[src/rtl/rv32i_pkg.sv]
package rv32i_pkg;

  typedef enum logic [6:0] {
    op_r      = 7'b0110011,
    op_i      = 7'b0010011,
    op_load   = 7'b0000011,
    op_store  = 7'b0100011,
    op_branch = 7'b1100011
  } opcode_t;

  typedef enum logic [3:0] {
    alu_add,
    alu_sub,
    alu_and,
    alu_or,
    alu_xor,
    alu_sll,
    alu_srl,
    alu_sra,
    alu_slt,
    alu_sltu
  } alu_op_t;

  typedef enum logic [1:0] {imm_i, imm_s, imm_b} imm_fmt_t;

  typedef enum logic {wb_alu, wb_mem} wb_sel_t;   // register write-back source

  typedef enum logic {addr_pc, addr_alu} addr_sel_t;   // fetch or data address

  typedef enum logic [2:0] {
    st_fetch,
    st_decode,
    st_execute,
    st_memory,
    st_writeback
  } ctrl_state_t;

  // lsb of each instruction field
  localparam int rd_lsb     = 7;
  localparam int funct3_lsb = 12;
  localparam int rs1_lsb    = 15;
  localparam int rs2_lsb    = 20;
  localparam int funct7_lsb = 25;

endpackage

[src/rtl/core_ctrl_if.sv]
`timescale 1ns/1ps

interface core_ctrl_if import rv32i_pkg::*; ();
  logic        ir_load;
  logic        operand_load;
  logic        alu_result_load;
  logic        load_data_load;
  logic        pc_load;
  logic        branch_sel;   // pc takes the branch target
  alu_op_t     alu_op;
  logic        src_b_imm;
  imm_fmt_t    imm_fmt;
  logic        reg_write;
  wb_sel_t     wb_sel;
  addr_sel_t   addr_sel;
  logic        mem_write;
  logic [31:0] instr;        // instruction register
  logic        alu_zero;

  modport ctrl (output ir_load, operand_load, alu_result_load, load_data_load, pc_load,
                branch_sel, alu_op, src_b_imm, imm_fmt, reg_write, wb_sel, addr_sel,
                mem_write, input instr, alu_zero);
  modport dp (input ir_load, operand_load, alu_result_load, load_data_load, pc_load,
              branch_sel, alu_op, src_b_imm, imm_fmt, reg_write, wb_sel, addr_sel,
              mem_write, output instr, alu_zero);
endinterface

[src/rtl/register_file.sv]
`timescale 1ns/1ps

module register_file (
  input  logic        clk,
  input  logic [4:0]  rd_addr0,
  input  logic [4:0]  rd_addr1,
  input  logic        wr_ena,
  input  logic [4:0]  wr_addr,
  input  logic [31:0] wr_data,
  output logic [31:0] rd_data0,
  output logic [31:0] rd_data1
);

  logic [31:0] regs [32];

  always_ff @(posedge clk) begin
    if (wr_ena && wr_addr != 5'd0) begin   // x0 is never written
      regs[wr_addr] <= wr_data;
    end
  end

  assign rd_data0 = (rd_addr0 == 5'd0) ? 32'd0 : regs[rd_addr0];
  assign rd_data1 = (rd_addr1 == 5'd0) ? 32'd0 : regs[rd_addr1];

endmodule

[src/rtl/alu.sv]
`timescale 1ns/1ps

module alu
  import rv32i_pkg::*;
(
  input  logic [31:0] a,
  input  logic [31:0] b,
  input  alu_op_t     op,
  output logic [31:0] result,
  output logic        zero
);

  logic [4:0] shamt;

  assign shamt = b[4:0];   // shifts only use the low five bits

  always_comb begin
    case (op)
      alu_add:  result = a + b;
      alu_sub:  result = a - b;
      alu_and:  result = a & b;
      alu_or:   result = a | b;
      alu_xor:  result = a ^ b;
      alu_sll:  result = a << shamt;
      alu_srl:  result = a >> shamt;
      alu_sra:  result = $unsigned($signed(a) >>> shamt);
      alu_slt:  result = {31'd0, $signed(a) < $signed(b)};
      alu_sltu: result = {31'd0, a < b};
      default:  result = 32'd0;
    endcase
  end

  assign zero = (result == 32'd0);

endmodule

[src/rtl/immediate_extender.sv]
`timescale 1ns/1ps

module immediate_extender
  import rv32i_pkg::*;
(
  input  logic [31:0] instr,
  input  imm_fmt_t    fmt,
  output logic [31:0] imm
);

  always_comb begin
    case (fmt)
      imm_i: imm = {{20{instr[31]}}, instr[rs2_lsb +: 12]};
      imm_s: imm = {{20{instr[31]}}, instr[funct7_lsb +: 7], instr[rd_lsb +: 5]};
      // branch offsets are always even
      imm_b: imm = {{20{instr[31]}}, instr[rd_lsb], instr[funct7_lsb +: 6],
                    instr[rd_lsb + 1 +: 4], 1'b0};
      default: imm = 32'd0;
    endcase
  end

endmodule

[src/rtl/rv32i_datapath.sv]
`timescale 1ns/1ps

module rv32i_datapath
  import rv32i_pkg::*;
#(
  parameter logic [31:0] pc_start_address = 32'd0
) (
  input  logic        clk,
  input  logic        rst,
  input  logic        ena,
  input  logic [31:0] mem_rd_data,
  output logic [31:0] mem_addr,
  output logic [31:0] mem_wr_data,
  output logic        mem_wr_ena,
  output logic [31:0] pc,
  core_ctrl_if.dp     dp
);

  logic [31:0] ir;
  logic [31:0] operand_a;
  logic [31:0] operand_b;
  logic [31:0] store_data;     // rs2 kept for sw
  logic [31:0] branch_target;
  logic [31:0] alu_result;
  logic [31:0] load_data;

  logic [31:0] rs1_data;
  logic [31:0] rs2_data;
  logic [31:0] imm;
  logic [31:0] src_b;
  logic [31:0] alu_out;
  logic [31:0] wb_data;
  logic [31:0] pc_next;

  register_file i_register_file (
    .clk      (clk),
    .rd_addr0 (ir[rs1_lsb +: 5]),
    .rd_addr1 (ir[rs2_lsb +: 5]),
    .wr_ena   (dp.reg_write),
    .wr_addr  (ir[rd_lsb +: 5]),
    .wr_data  (wb_data),
    .rd_data0 (rs1_data),
    .rd_data1 (rs2_data)
  );

  immediate_extender i_immediate_extender (
    .instr (ir),
    .fmt   (dp.imm_fmt),
    .imm   (imm)
  );

  alu i_alu (
    .a      (operand_a),
    .b      (operand_b),
    .op     (dp.alu_op),
    .result (alu_out),
    .zero   (dp.alu_zero)
  );

  assign src_b   = dp.src_b_imm ? imm : rs2_data;
  assign wb_data = (dp.wb_sel == wb_mem) ? load_data : alu_result;
  assign pc_next = dp.branch_sel ? branch_target : pc + 32'd4;

  always_ff @(posedge clk) begin
    if (rst) begin
      pc <= pc_start_address;
    end else if (dp.pc_load) begin
      pc <= pc_next;
    end
  end

  always_ff @(posedge clk) begin
    if (dp.ir_load) ir <= mem_rd_data;
    if (dp.operand_load) begin
      operand_a     <= rs1_data;
      operand_b     <= src_b;
      store_data    <= rs2_data;
      branch_target <= pc + imm;   // only meaningful with imm_b selected
    end
    if (dp.alu_result_load) alu_result <= alu_out;
    if (dp.load_data_load) load_data <= mem_rd_data;
  end

  assign dp.instr    = ir;
  assign mem_addr    = (dp.addr_sel == addr_alu) ? alu_result : pc;
  assign mem_wr_data = store_data;
  assign mem_wr_ena  = dp.mem_write & ena;   // strobe is already gated, kept low on hold

endmodule

[src/rtl/rv32i_controller.sv]
`timescale 1ns/1ps

module rv32i_controller
  import rv32i_pkg::*;
(
  input  logic      clk,
  input  logic      rst,
  input  logic      ena,
  core_ctrl_if.ctrl ctrl
);

  ctrl_state_t state;
  ctrl_state_t state_next;
  opcode_t     opcode;
  logic [2:0]  funct3;
  logic        funct7_alt;     // instr bit 30, selects sub and sra
  alu_op_t     alu_op_dec;
  logic        branch_taken;

  assign opcode     = opcode_t'(ctrl.instr[6:0]);
  assign funct3     = ctrl.instr[funct3_lsb +: 3];
  assign funct7_alt = ctrl.instr[funct7_lsb + 5];

  // alu operation for the execute cycle
  always_comb begin
    alu_op_dec = alu_add;
    case (opcode)
      op_r, op_i: begin
        case (funct3)
          3'b000: alu_op_dec = (opcode == op_r && funct7_alt) ? alu_sub : alu_add;
          3'b001: alu_op_dec = alu_sll;
          3'b010: alu_op_dec = alu_slt;
          3'b011: alu_op_dec = alu_sltu;
          3'b100: alu_op_dec = alu_xor;
          3'b101: alu_op_dec = funct7_alt ? alu_sra : alu_srl;   // i-type shifts too
          3'b110: alu_op_dec = alu_or;
          default: alu_op_dec = alu_and;
        endcase
      end
      op_branch: alu_op_dec = funct3[2] ? alu_slt : alu_sub;   // blt/bge compare with slt
      default:   alu_op_dec = alu_add;                         // address add for lw/sw
    endcase
  end

  // slt result of 1 clears the zero flag, so blt is taken on !zero
  always_comb begin
    case (funct3)
      3'b000:  branch_taken = ctrl.alu_zero;    // beq
      3'b001:  branch_taken = !ctrl.alu_zero;   // bne
      3'b100:  branch_taken = !ctrl.alu_zero;   // blt
      3'b101:  branch_taken = ctrl.alu_zero;    // bge
      default: branch_taken = 1'b0;
    endcase
  end

  always_ff @(posedge clk) begin
    if (rst) begin
      state <= st_fetch;
    end else if (ena) begin
      state <= state_next;
    end
  end

  always_comb begin
    state_next           = state;
    ctrl.ir_load         = 1'b0;
    ctrl.operand_load    = 1'b0;
    ctrl.alu_result_load = 1'b0;
    ctrl.load_data_load  = 1'b0;
    ctrl.pc_load         = 1'b0;
    ctrl.branch_sel      = 1'b0;
    ctrl.alu_op          = alu_op_dec;
    ctrl.src_b_imm       = 1'b0;
    ctrl.imm_fmt         = imm_i;
    ctrl.reg_write       = 1'b0;
    ctrl.wb_sel          = (opcode == op_load) ? wb_mem : wb_alu;
    ctrl.addr_sel        = addr_pc;
    ctrl.mem_write       = 1'b0;
    case (state)
      st_fetch: begin
        ctrl.ir_load = 1'b1;
        state_next   = st_decode;
      end
      st_decode: begin
        ctrl.operand_load = 1'b1;
        state_next        = st_execute;
        case (opcode)
          op_r: ctrl.src_b_imm = 1'b0;
          op_i, op_load: ctrl.src_b_imm = 1'b1;
          op_store: begin
            ctrl.src_b_imm = 1'b1;
            ctrl.imm_fmt   = imm_s;
          end
          op_branch: ctrl.imm_fmt = imm_b;   // operand b stays rs2, imm feeds the target
          default: begin
            ctrl.operand_load = 1'b0;   // unknown opcode skips to next word
            ctrl.pc_load      = 1'b1;
            state_next        = st_fetch;
          end
        endcase
      end
      st_execute: begin
        ctrl.alu_result_load = 1'b1;
        if (opcode == op_branch) begin
          ctrl.pc_load    = 1'b1;
          ctrl.branch_sel = branch_taken;
          state_next      = st_fetch;
        end else if (opcode == op_load || opcode == op_store) begin
          state_next = st_memory;
        end else begin
          state_next = st_writeback;
        end
      end
      st_memory: begin
        ctrl.addr_sel = addr_alu;
        if (opcode == op_store) begin
          ctrl.mem_write = 1'b1;
          ctrl.pc_load   = 1'b1;
          state_next     = st_fetch;
        end else begin
          ctrl.load_data_load = 1'b1;
          state_next          = st_writeback;
        end
      end
      st_writeback: begin
        ctrl.reg_write = 1'b1;
        ctrl.pc_load   = 1'b1;
        state_next     = st_fetch;
      end
      default: state_next = st_fetch;
    endcase
    if (!ena) begin   // hold everything while disabled
      ctrl.ir_load         = 1'b0;
      ctrl.operand_load    = 1'b0;
      ctrl.alu_result_load = 1'b0;
      ctrl.load_data_load  = 1'b0;
      ctrl.pc_load         = 1'b0;
      ctrl.reg_write       = 1'b0;
      ctrl.mem_write       = 1'b0;
    end
  end

endmodule

[src/rtl/rv32i_multicycle_core.sv]
`timescale 1ns/1ps

module rv32i_multicycle_core #(
  parameter logic [31:0] pc_start_address = 32'd0
) (
  input  logic        clk,
  input  logic        rst,
  input  logic        ena,
  input  logic [31:0] mem_rd_data,
  output logic [31:0] mem_addr,
  output logic [31:0] mem_wr_data,
  output logic        mem_wr_ena,
  output logic [31:0] pc
);

  core_ctrl_if ctrl_bus ();

  rv32i_controller i_rv32i_controller (
    .clk  (clk),
    .rst  (rst),
    .ena  (ena),
    .ctrl (ctrl_bus)
  );

  rv32i_datapath #(
    .pc_start_address (pc_start_address)
  ) i_rv32i_datapath (
    .clk         (clk),
    .rst         (rst),
    .ena         (ena),
    .mem_rd_data (mem_rd_data),
    .mem_addr    (mem_addr),
    .mem_wr_data (mem_wr_data),
    .mem_wr_ena  (mem_wr_ena),
    .pc          (pc),
    .dp          (ctrl_bus)
  );

endmodule

[config.mk]
export PLATFORM = sky130hd
export DESIGN_NAME = rv32i_multicycle_core
export DESIGN_NICKNAME = d
export VERILOG_FILES = /design/src/rtl/rv32i_pkg.sv /design/src/rtl/core_ctrl_if.sv /design/src/rtl/register_file.sv /design/src/rtl/alu.sv /design/src/rtl/immediate_extender.sv /design/src/rtl/rv32i_datapath.sv /design/src/rtl/rv32i_controller.sv /design/src/rtl/rv32i_multicycle_core.sv
export SDC_FILE = /design/constraint.sdc
export NUM_CORES = 2
export LEC_CHECK = 0
export BUFFER_PORTS_ARGS = -buffer_cell sky130_fd_sc_hd__buf_2
export CORE_MARGIN = 10
export CORE_UTILIZATION = 45
export DETAILED_ROUTE_END_ITERATION = 12
export PLACE_DENSITY = 0.58
export RECOVER_POWER = 50
export SLEW_MARGIN = 25
export SYNTH_ARGS = -nofsm -noshare
export SYNTH_HDL_FRONTEND = slang
export SYNTH_HIERARCHICAL = 1
export SYNTH_SLANG_ARGS = --single-unit
[constraint.sdc]
create_clock -name clk -period 8.1 [get_ports clk]
set_input_delay 0 -clock clk [delete_from_list [all_inputs] [get_ports clk]]
set_output_delay 0 -clock clk [all_outputs]
set_load 0.03 [all_outputs]
# Word level (Yosys, flattened, before mapping)
# Memories as Yosys holds them, arrays and structs flattened. A register that Yosys moved wholly into a read port is not among the register bits.
# Cells that the tools add are included.
# Widths: inputs -> output; s select.
[word_totals] latchBits=0 input_bits=35 word_cells=113 output_inout_bits=97 mem_bits_rw=1024 mem_count=1 register_bits=227 rom_bits=0
[mem_list] name="i_rv32i_datapath.i_register_file.regs" words=32 width=32 rd=2 rd_clocked_by_memory_dff=2 wr=1 line="register_file.sv:14" source="logic [31:0] regs [32];"
[classes] shift=3 n_lt_le_gt_ge=2 n_eq_ne=26 bitwise=4 n_reduce_logical=17 mul=0 muxes=48 div=0 add_sub_neg=4
[op_table] operator="$pmux 32 s10" count=1
[op_table] operator="$mux 32" count=5
[op_table] operator="$pmux 32 s3" count=1
[op_table] operator="$add 32x32->32" count=2
[op_table] operator="$lt 32x32->1" count=2
[op_table] operator="$add 32x3->32 const B" count=1
[op_table] operator="$and 32x32->32" count=1
[op_table] operator="$logic_not 32->1" count=1
[op_table] operator="$or 32x32->32" count=1
[op_table] operator="$shl 32x5->32" count=1
[op_table] operator="$shr 32x5->32" count=1
[op_table] operator="$sshr 32x5->32" count=1
[op_table] operator="$sub 32x32->32" count=1
[op_table] operator="$xor 32x32->32" count=1
[op_table] operator="$mux 1" count=28
[op_table] operator="$pmux 4 s7" count=1
[op_table] operator="$eq 4x3->1 const B" count=4
[op_table] operator="$eq 7x6->1 const B" count=2
[op_table] operator="$eq 3x2->1 const B" count=4
[op_table] operator="$eq 3x3->1 const B" count=4
[op_table] operator="$pmux 3 s4" count=1
[op_table] operator="$logic_not 5->1" count=2
[op_table] operator="$mux 3" count=3
[op_table] operator="$eq 4x2->1 const B" count=2
[op_table] operator="26 further kinds" count=33

# Logic depth before layout (Yosys ltp)
[depth] word_depth=13 depth_mapped=28 ltp_nobuf=21

# By module
# The synthesis kept the hierarchy.
[modules_own_cells] module="register_file" area_each_um2=47929.7 seq_area_each_um2=30749.5 cells_per_inst=2564 instances=1
[modules_own_cells] module="rv32i_datapath" area_each_um2=11597.4 seq_area_each_um2=7367.1 cells_per_inst=857 instances=1
[modules_own_cells] module="alu" area_each_um2=10159.7 seq_area_each_um2=0.0 cells_per_inst=1439 instances=1
[modules_own_cells] module="rv32i_controller" area_each_um2=538.0 seq_area_each_um2=60.1 cells_per_inst=73 instances=1
[modules_own_cells] module="immediate_extender" area_each_um2=326.6 seq_area_each_um2=0.0 cells_per_inst=43 instances=1

# Worst setup path before layout
# No wires, ideal clock.
[synth_path] path_type="register to register" startpoint="reg i_rv32i_datapath.ir[2], in the netlist i_rv32i_datapath/dp.instr[2]" endpoint="reg i_rv32i_datapath.branch_target[0], enable pin" t_arrival_ps=6259 path_buffers=1 synth_period_minus_slack_ps=6860 required_ps=7500 stages_incl_launch_ff=5 setup_slack_ps=1240 setup_time_ps=600 cell_sequence="edfxtp_1 nand4bb_1 clkbuf_1 or3_1 a211oi_2"
[synth_via] elab_chain_cells=5 elab_cells_between_ends=9 cone_classes="eq/ne (5); mux (3); reduce/logical (1)"
[synth_lines] element="from (decl)" line="rv32i_datapath.sv:19" source="logic [31:0] ir;"
[synth_lines] element="from (signal assigned)" line="rv32i_datapath.sv:73" source="if (dp.ir_load) ir <= mem_rd_data;"
[synth_lines] element="$eq 7x5->1, or another cell as far along" line="rv32i_controller.sv:87" source="case (opcode)"
[synth_lines] element="$reduce_or 5->1 (no source line) (*)"
[synth_lines] element="$mux 1 (*)" line="rv32i_controller.sv:87"
[synth_lines] element="$mux 1 (*)" line="rv32i_controller.sv:79" source="case (state)"
[synth_lines] element="$mux 1 (*)" line="rv32i_controller.sv:132" source="if (!ena) begin"
[synth_lines] element="net ctrl_bus.operand_load" line="core_ctrl_if.sv:5" source="logic operand_load;"
[synth_lines] element="to (signal assigned)" line="rv32i_datapath.sv:78" source="branch_target <= pc + imm;"
[synth_lines] element="to (decl)" line="rv32i_datapath.sv:23" source="logic [31:0] branch_target;"
# The timed path passes the listed nets; every way through them passes the cells marked *.
# A chain may end at the register's enable or synchronous reset.

# Worst setup path after layout
[layout_path] startpoint="reg i_rv32i_datapath.ir[2], in the netlist i_rv32i_datapath/dp.instr[2]" endpoint="reg i_rv32i_datapath.pc[14]"
[layout_via] elab_chain_cells=13 elab_cells_between_ends=33 cone_classes="eq/ne (14); mux (13); reduce/logical (6)"
[layout_lines] element="$eq 7x6->1" line="rv32i_controller.sv:27, rv32i_controller.sv:30"
[layout_lines] element="$logic_and 1x1->1" line="rv32i_controller.sv:30" source="3'b000: alu_op_dec = (opcode == op_r && funct7_alt) ? alu_sub : alu_add;"
[layout_lines] element="$mux 1" line="rv32i_controller.sv:30"
[layout_lines] element="$pmux 4 s7" line="rv32i_controller.sv:29" source="case (funct3)"
[layout_lines] element="$pmux 4 s2 (*)" line="rv32i_controller.sv:27" source="case (opcode)"
[layout_lines] element="net ctrl_bus.alu_op[0]" line="core_ctrl_if.sv:10" source="alu_op_t alu_op;"
[layout_lines] element="$eq 4x4->1, or another cell as far along" line="alu.sv:18" source="case (op)"
[layout_lines] element="$pmux 32 s10 (*)" line="alu.sv:18"
[layout_lines] element="net i_rv32i_datapath.alu_out[24]" line="rv32i_datapath.sv:31" source="logic [31:0] alu_out;"
[layout_lines] element="$logic_not 32->1 (*)" line="alu.sv:33" source="assign zero = (result == 32'd0);"
[layout_lines] element="net ctrl_bus.alu_zero" line="core_ctrl_if.sv:18" source="logic alu_zero;"
[layout_lines] element="$logic_not 1->1" line="rv32i_controller.sv:49, rv32i_controller.sv:50"
[layout_lines] element="$pmux 1 s2 (*)" line="rv32i_controller.sv:47" source="case (funct3)"
[layout_lines] element="$mux 1 (*)" line="rv32i_controller.sv:104" source="if (opcode == op_branch) begin"
[layout_lines] element="$mux 1 (*)" line="rv32i_controller.sv:79"
[layout_lines] element="net ctrl_bus.branch_sel" line="core_ctrl_if.sv:9" source="logic branch_sel;"
[layout_lines] element="$mux 32 (*)" line="rv32i_datapath.sv:62" source="assign pc_next = dp.branch_sel ? branch_target : pc + 32'd4;"
[layout_lines] element="to (signal assigned)" line="rv32i_datapath.sv:66" source="pc <= pc_start_address;"
[layout_lines] element="to (signal assigned)" line="rv32i_datapath.sv:68" source="pc <= pc_next;"
[layout_lines] element="to (decl)" line="rv32i_datapath.sv:15" source="output logic [31:0] pc,"
# Marked as above.

==> metrics.txt <==
total power 14900 uW; clock buffer depth 3; Die Area 173000 sq um; max-slew violations 828; Initial Utilization 0.452; Post-synth EDFFs 1248; Synth Area in XOR/XNOR 0.00521; #FFs+latches synth 1283; ys flop type edfxtp_1; Ys Warns 6; slew margin rel. -1.91; max-capacitance violation count 30; DRC 0; GP Congestion 1.03; Core Rows 145; pwr/cell area 189 nW/um^2; overall die height 416 um; switch share 0.241; dpl cells 6949; share of layout cells above drive strength 1 0.191; First DRT Iteration DRCs 6971; Logic pwr share 0.086; post-DP HPWL 173000 um; antenna violations before repair 12; post-route insts no fill 7275; post-CTS setup buffers 0; RSZ-0062 raised after global routing false; crit path DAT 7910 ps; TNS Setup 0 ps; Worst Setup End Kind register; Startpoint Class register; WS Path Type reg -> reg; failing checks capacitance limit, slew limit; H-tree depth 4; IO Count 132; clock skew 22.9 ps; Root Buffer clkbuf_16; Final Hold Vio Count 0; fmax 139 MHz; Vias/cell 7.00; CTS sink count 1283; asr flop ratio synth 0; post-synthesis mux area share 0.216; Area Overhead vs Synth 11.3%; DR vias 50900; outcome finished with violations; Cell Area, Synth 70600 sq um; pin count of the biggest net entering global routing 104; Die Width 416 um; post-synthesis cell type count 110; final period utilization 0.891; Hold Crit Class in -> reg; first-pass GRT wire length 380000 um; wire per inst 37.6 um; WP data required 8790 ps; port bufs 131; core area 156000 sq um; maximum VDD drop 0.000239 V; gr usage total 0.306; Final ANT Viol Nets 0; largest family of logic cells by synthesized area multiplexers; Inserted Clock Buffers 141; Crit Path Max Fanout 53; vias in the first global route 48800; adder-cell area share of the yosys netlist 0.0239; post-synthesis instance total 4976; register area share after synthesis 0.541; actual slew at the worst max-slew pin 4360 ps; CTS tree built; router iterations before antenna repair 6; final setup fails 0; clock power share 0.425; Psw 3570 uW; Int Pwr 11300 uW; DP Worst Slack 1050 ps; grt total ovfl 0; compound-gate portion of the synthesized area 0.114; leakage 0.0264 uW; final net count 5268; crit path time final 7220 ps; wirelength, routed 273000 um; worst skew pair latency 800 ps; simple-gate portion of the synthesized area 0.0636; clock-pin slew on the worst setup and hold paths 60 ps; setup ws final 885 ps; Mean Syn Cell Area 14.2 sq um; power share of the sequential group 0.489
-- final timing paths --
path / start / to / slack [ps] / cells past startpoint
min: mem_rd_data[4] / i_rv32i_datapath/dp.instr[4] / 150 / 2
max reg2reg: i_rv32i_datapath/dp.instr[2] / i_rv32i_datapath/pc[14] / 880 / 21
max: i_rv32i_datapath/dp.instr[2] / i_rv32i_datapath/pc[14] / 880 / 21
min reg2reg: i_rv32i_datapath/branch_target[31] / i_rv32i_datapath/pc[31] / 540 / 2
-- cell type report --
type                       count  area, sq um
inverter                     124          467
antenna                        4         10.0
tap                         2058         2570
sequential                  1283        38200
clock inverter                80          707
timing repair buffer         363         2450
clock buffer                 176         3750
fill                       13300        77500
multi-input combinational   3187        30400
-- power groups by stage --
| stage | Sequential, uW | Combinational, uW | Clock, uW |
|---|---|---|---|
| after floorplan | 7390 | 782 | 0 |
| after global placement | 7400 | 1220 | 0 |
| after detailed placement | 7400 | 1230 | 0 |
| after CTS | 7260 | 1260 | 6390 |
| after global routing | 7260 | 1320 | 6650 |
| final | 7260 | 1280 | 6310 |
-- per-stage QoR --
stage | cell area (sq um) | util | hold slack [ps]
2_1_floorplan | 70700 | - | 96.3
3_3_place_gp | 73700 | 0.472 | 200
4_1_cts | 78800 | 0.505 | 4.24
3_5_place_dp | 73700 | 0.472 | 205
5_1_grt | 78500 | 0.503 | 119
6_report | 78500 | 0.503 | 148
-- state kept, by name (all words and copies together) (netlist names) --
signal	cells
i_rv32i_datapath/i_register_file/regs	1024
i_rv32i_datapath/alu_result	32
i_rv32i_datapath/branch_target	32
i_rv32i_datapath/dp.instr	32
i_rv32i_datapath/load_data	32
i_rv32i_datapath/mem_wr_data	32
i_rv32i_datapath/operand_a	32
i_rv32i_datapath/operand_b	32
i_rv32i_datapath/pc	32
i_rv32i_controller/state	3
-- cell families (layout without fill, tap and decap cells) --
group | count (synthesis) | in the layout
multiplexers | 975 | 975
AND/OR/NAND/NOR | 890 | 890
flip-flops | 1283 | 1283
XOR/XNOR | 42 | 42
AO/OA/AOI/OAI | 1115 | 1115
adder cells (fa/ha/maj) | 133 | 133
buffers and inverters | 537 | 743
other | 1 | 36
-- worst max-delay path: stages (launching register included) --
cell	delay, ps
edfxtp_1	370
nand4bb_1	430
a31oi_1	330
o211a_4	650
inv_1	430
buf_4	330
mux2i_1	150
a221oi_1	580
o21ai_0	180
nor3_1	720
o2111a_1	300
a22oi_1	130
nor3_1	160
nand4b_1	140
nor4_2	360
xnor2_1	190
xnor2_1	130
and3_2	440
inv_1	470
nand4_1	220
o21ai_0	100
a211oi_1	260
-- per-layer routing --
| layer | share of wire | up-vias | global-route usage |
|---|---|---|---|
| met4 | 0.063 | 12 | 0.160 |
| met2 | 0.45 | 3296 | 0.476 |
| met5 | 0.00026 | - | 0 |
| met3 | 0.10 | 723 | 0.0720 |
| li1 | - | 20600 | - |
| met1 | 0.38 | 26300 | 0.397 |
-- cells in the mapped netlist (all sizes together), types with 20 or more instances --
cell type,n,area share
a211oi,123,0.013
a21o,32,0.0034
a21oi,193,0.014
a221oi,71,0.011
a22oi,83,0.0088
a311oi,40,0.0050
a31oi,22,0.0020
and2,23,0.0020
and3,20,0.0018
buf,202,0.018
clkbuf,211,0.011
dfxtp,35,0.0099
edfxtp,1248,0.53
ha,130,0.023
inv,122,0.0065
mux2,185,0.030
mux2i,389,0.055
mux4,401,0.13
nand2,258,0.014
nand2b,24,0.0021
nand3,60,0.0043
nand4,62,0.0057
nor2,206,0.011
nor2b,67,0.0060
nor3,50,0.0038
nor4,28,0.0027
o211ai,43,0.0047
o21ai,184,0.013
o221ai,78,0.0097
o22ai,20,0.0018
o31ai,29,0.0032
xnor2,27,0.0034
-- cell usage in the layout, fill, tap and decap left out, types with 21 or more instances in the layout --
| cell type | Yosys | layout |
|---|---|---|
| clkinv_1 | 2 | 29 |
| mux2_2 | 184 | 167 |
| a31oi_1 | 22 | 21 |
| nand4_1 | 60 | 60 |
| xnor2_1 | 27 | 27 |
| conb_1 | 1 | 32 |
| nor2b_1 | 66 | 60 |
| dlygate4sd3_1 | 0 | 66 |
| o31ai_1 | 28 | 27 |
| edfxtp_1 | 1248 | 1248 |
| a21o_1 | 32 | 32 |
| a21oi_1 | 193 | 192 |
| clkinv_2 | 0 | 21 |
| a221oi_2 | 21 | 21 |
| ha_1 | 130 | 130 |
| mux4_1 | 56 | 56 |
| o221ai_1 | 78 | 78 |
| a311oi_1 | 40 | 35 |
| inv_1 | 122 | 120 |
| a22oi_1 | 83 | 83 |
| mux4_2 | 345 | 345 |
| clkbuf_16 | 0 | 145 |
| buf_4 | 74 | 131 |
| a221oi_1 | 50 | 50 |
| nand2b_1 | 24 | 23 |
| mux2i_1 | 389 | 389 |
| nor4_1 | 26 | 25 |
| and2_1 | 23 | 21 |
| a211oi_1 | 122 | 106 |
| nor2_1 | 205 | 189 |
| nand2_1 | 257 | 257 |
| nor3_1 | 48 | 47 |
| o211ai_1 | 41 | 41 |
| nand3_1 | 60 | 60 |
| dfxtp_1 | 35 | 35 |
| clkbuf_1 | 209 | 170 |
| o21ai_0 | 175 | 174 |
-- repair_timing --
item                      4_1_cts  5_1_grt
resized for setup               0        0
hold endpoints to repair      104        0
hold buffers                   66        0
Power figures use the tool's default switching activity.
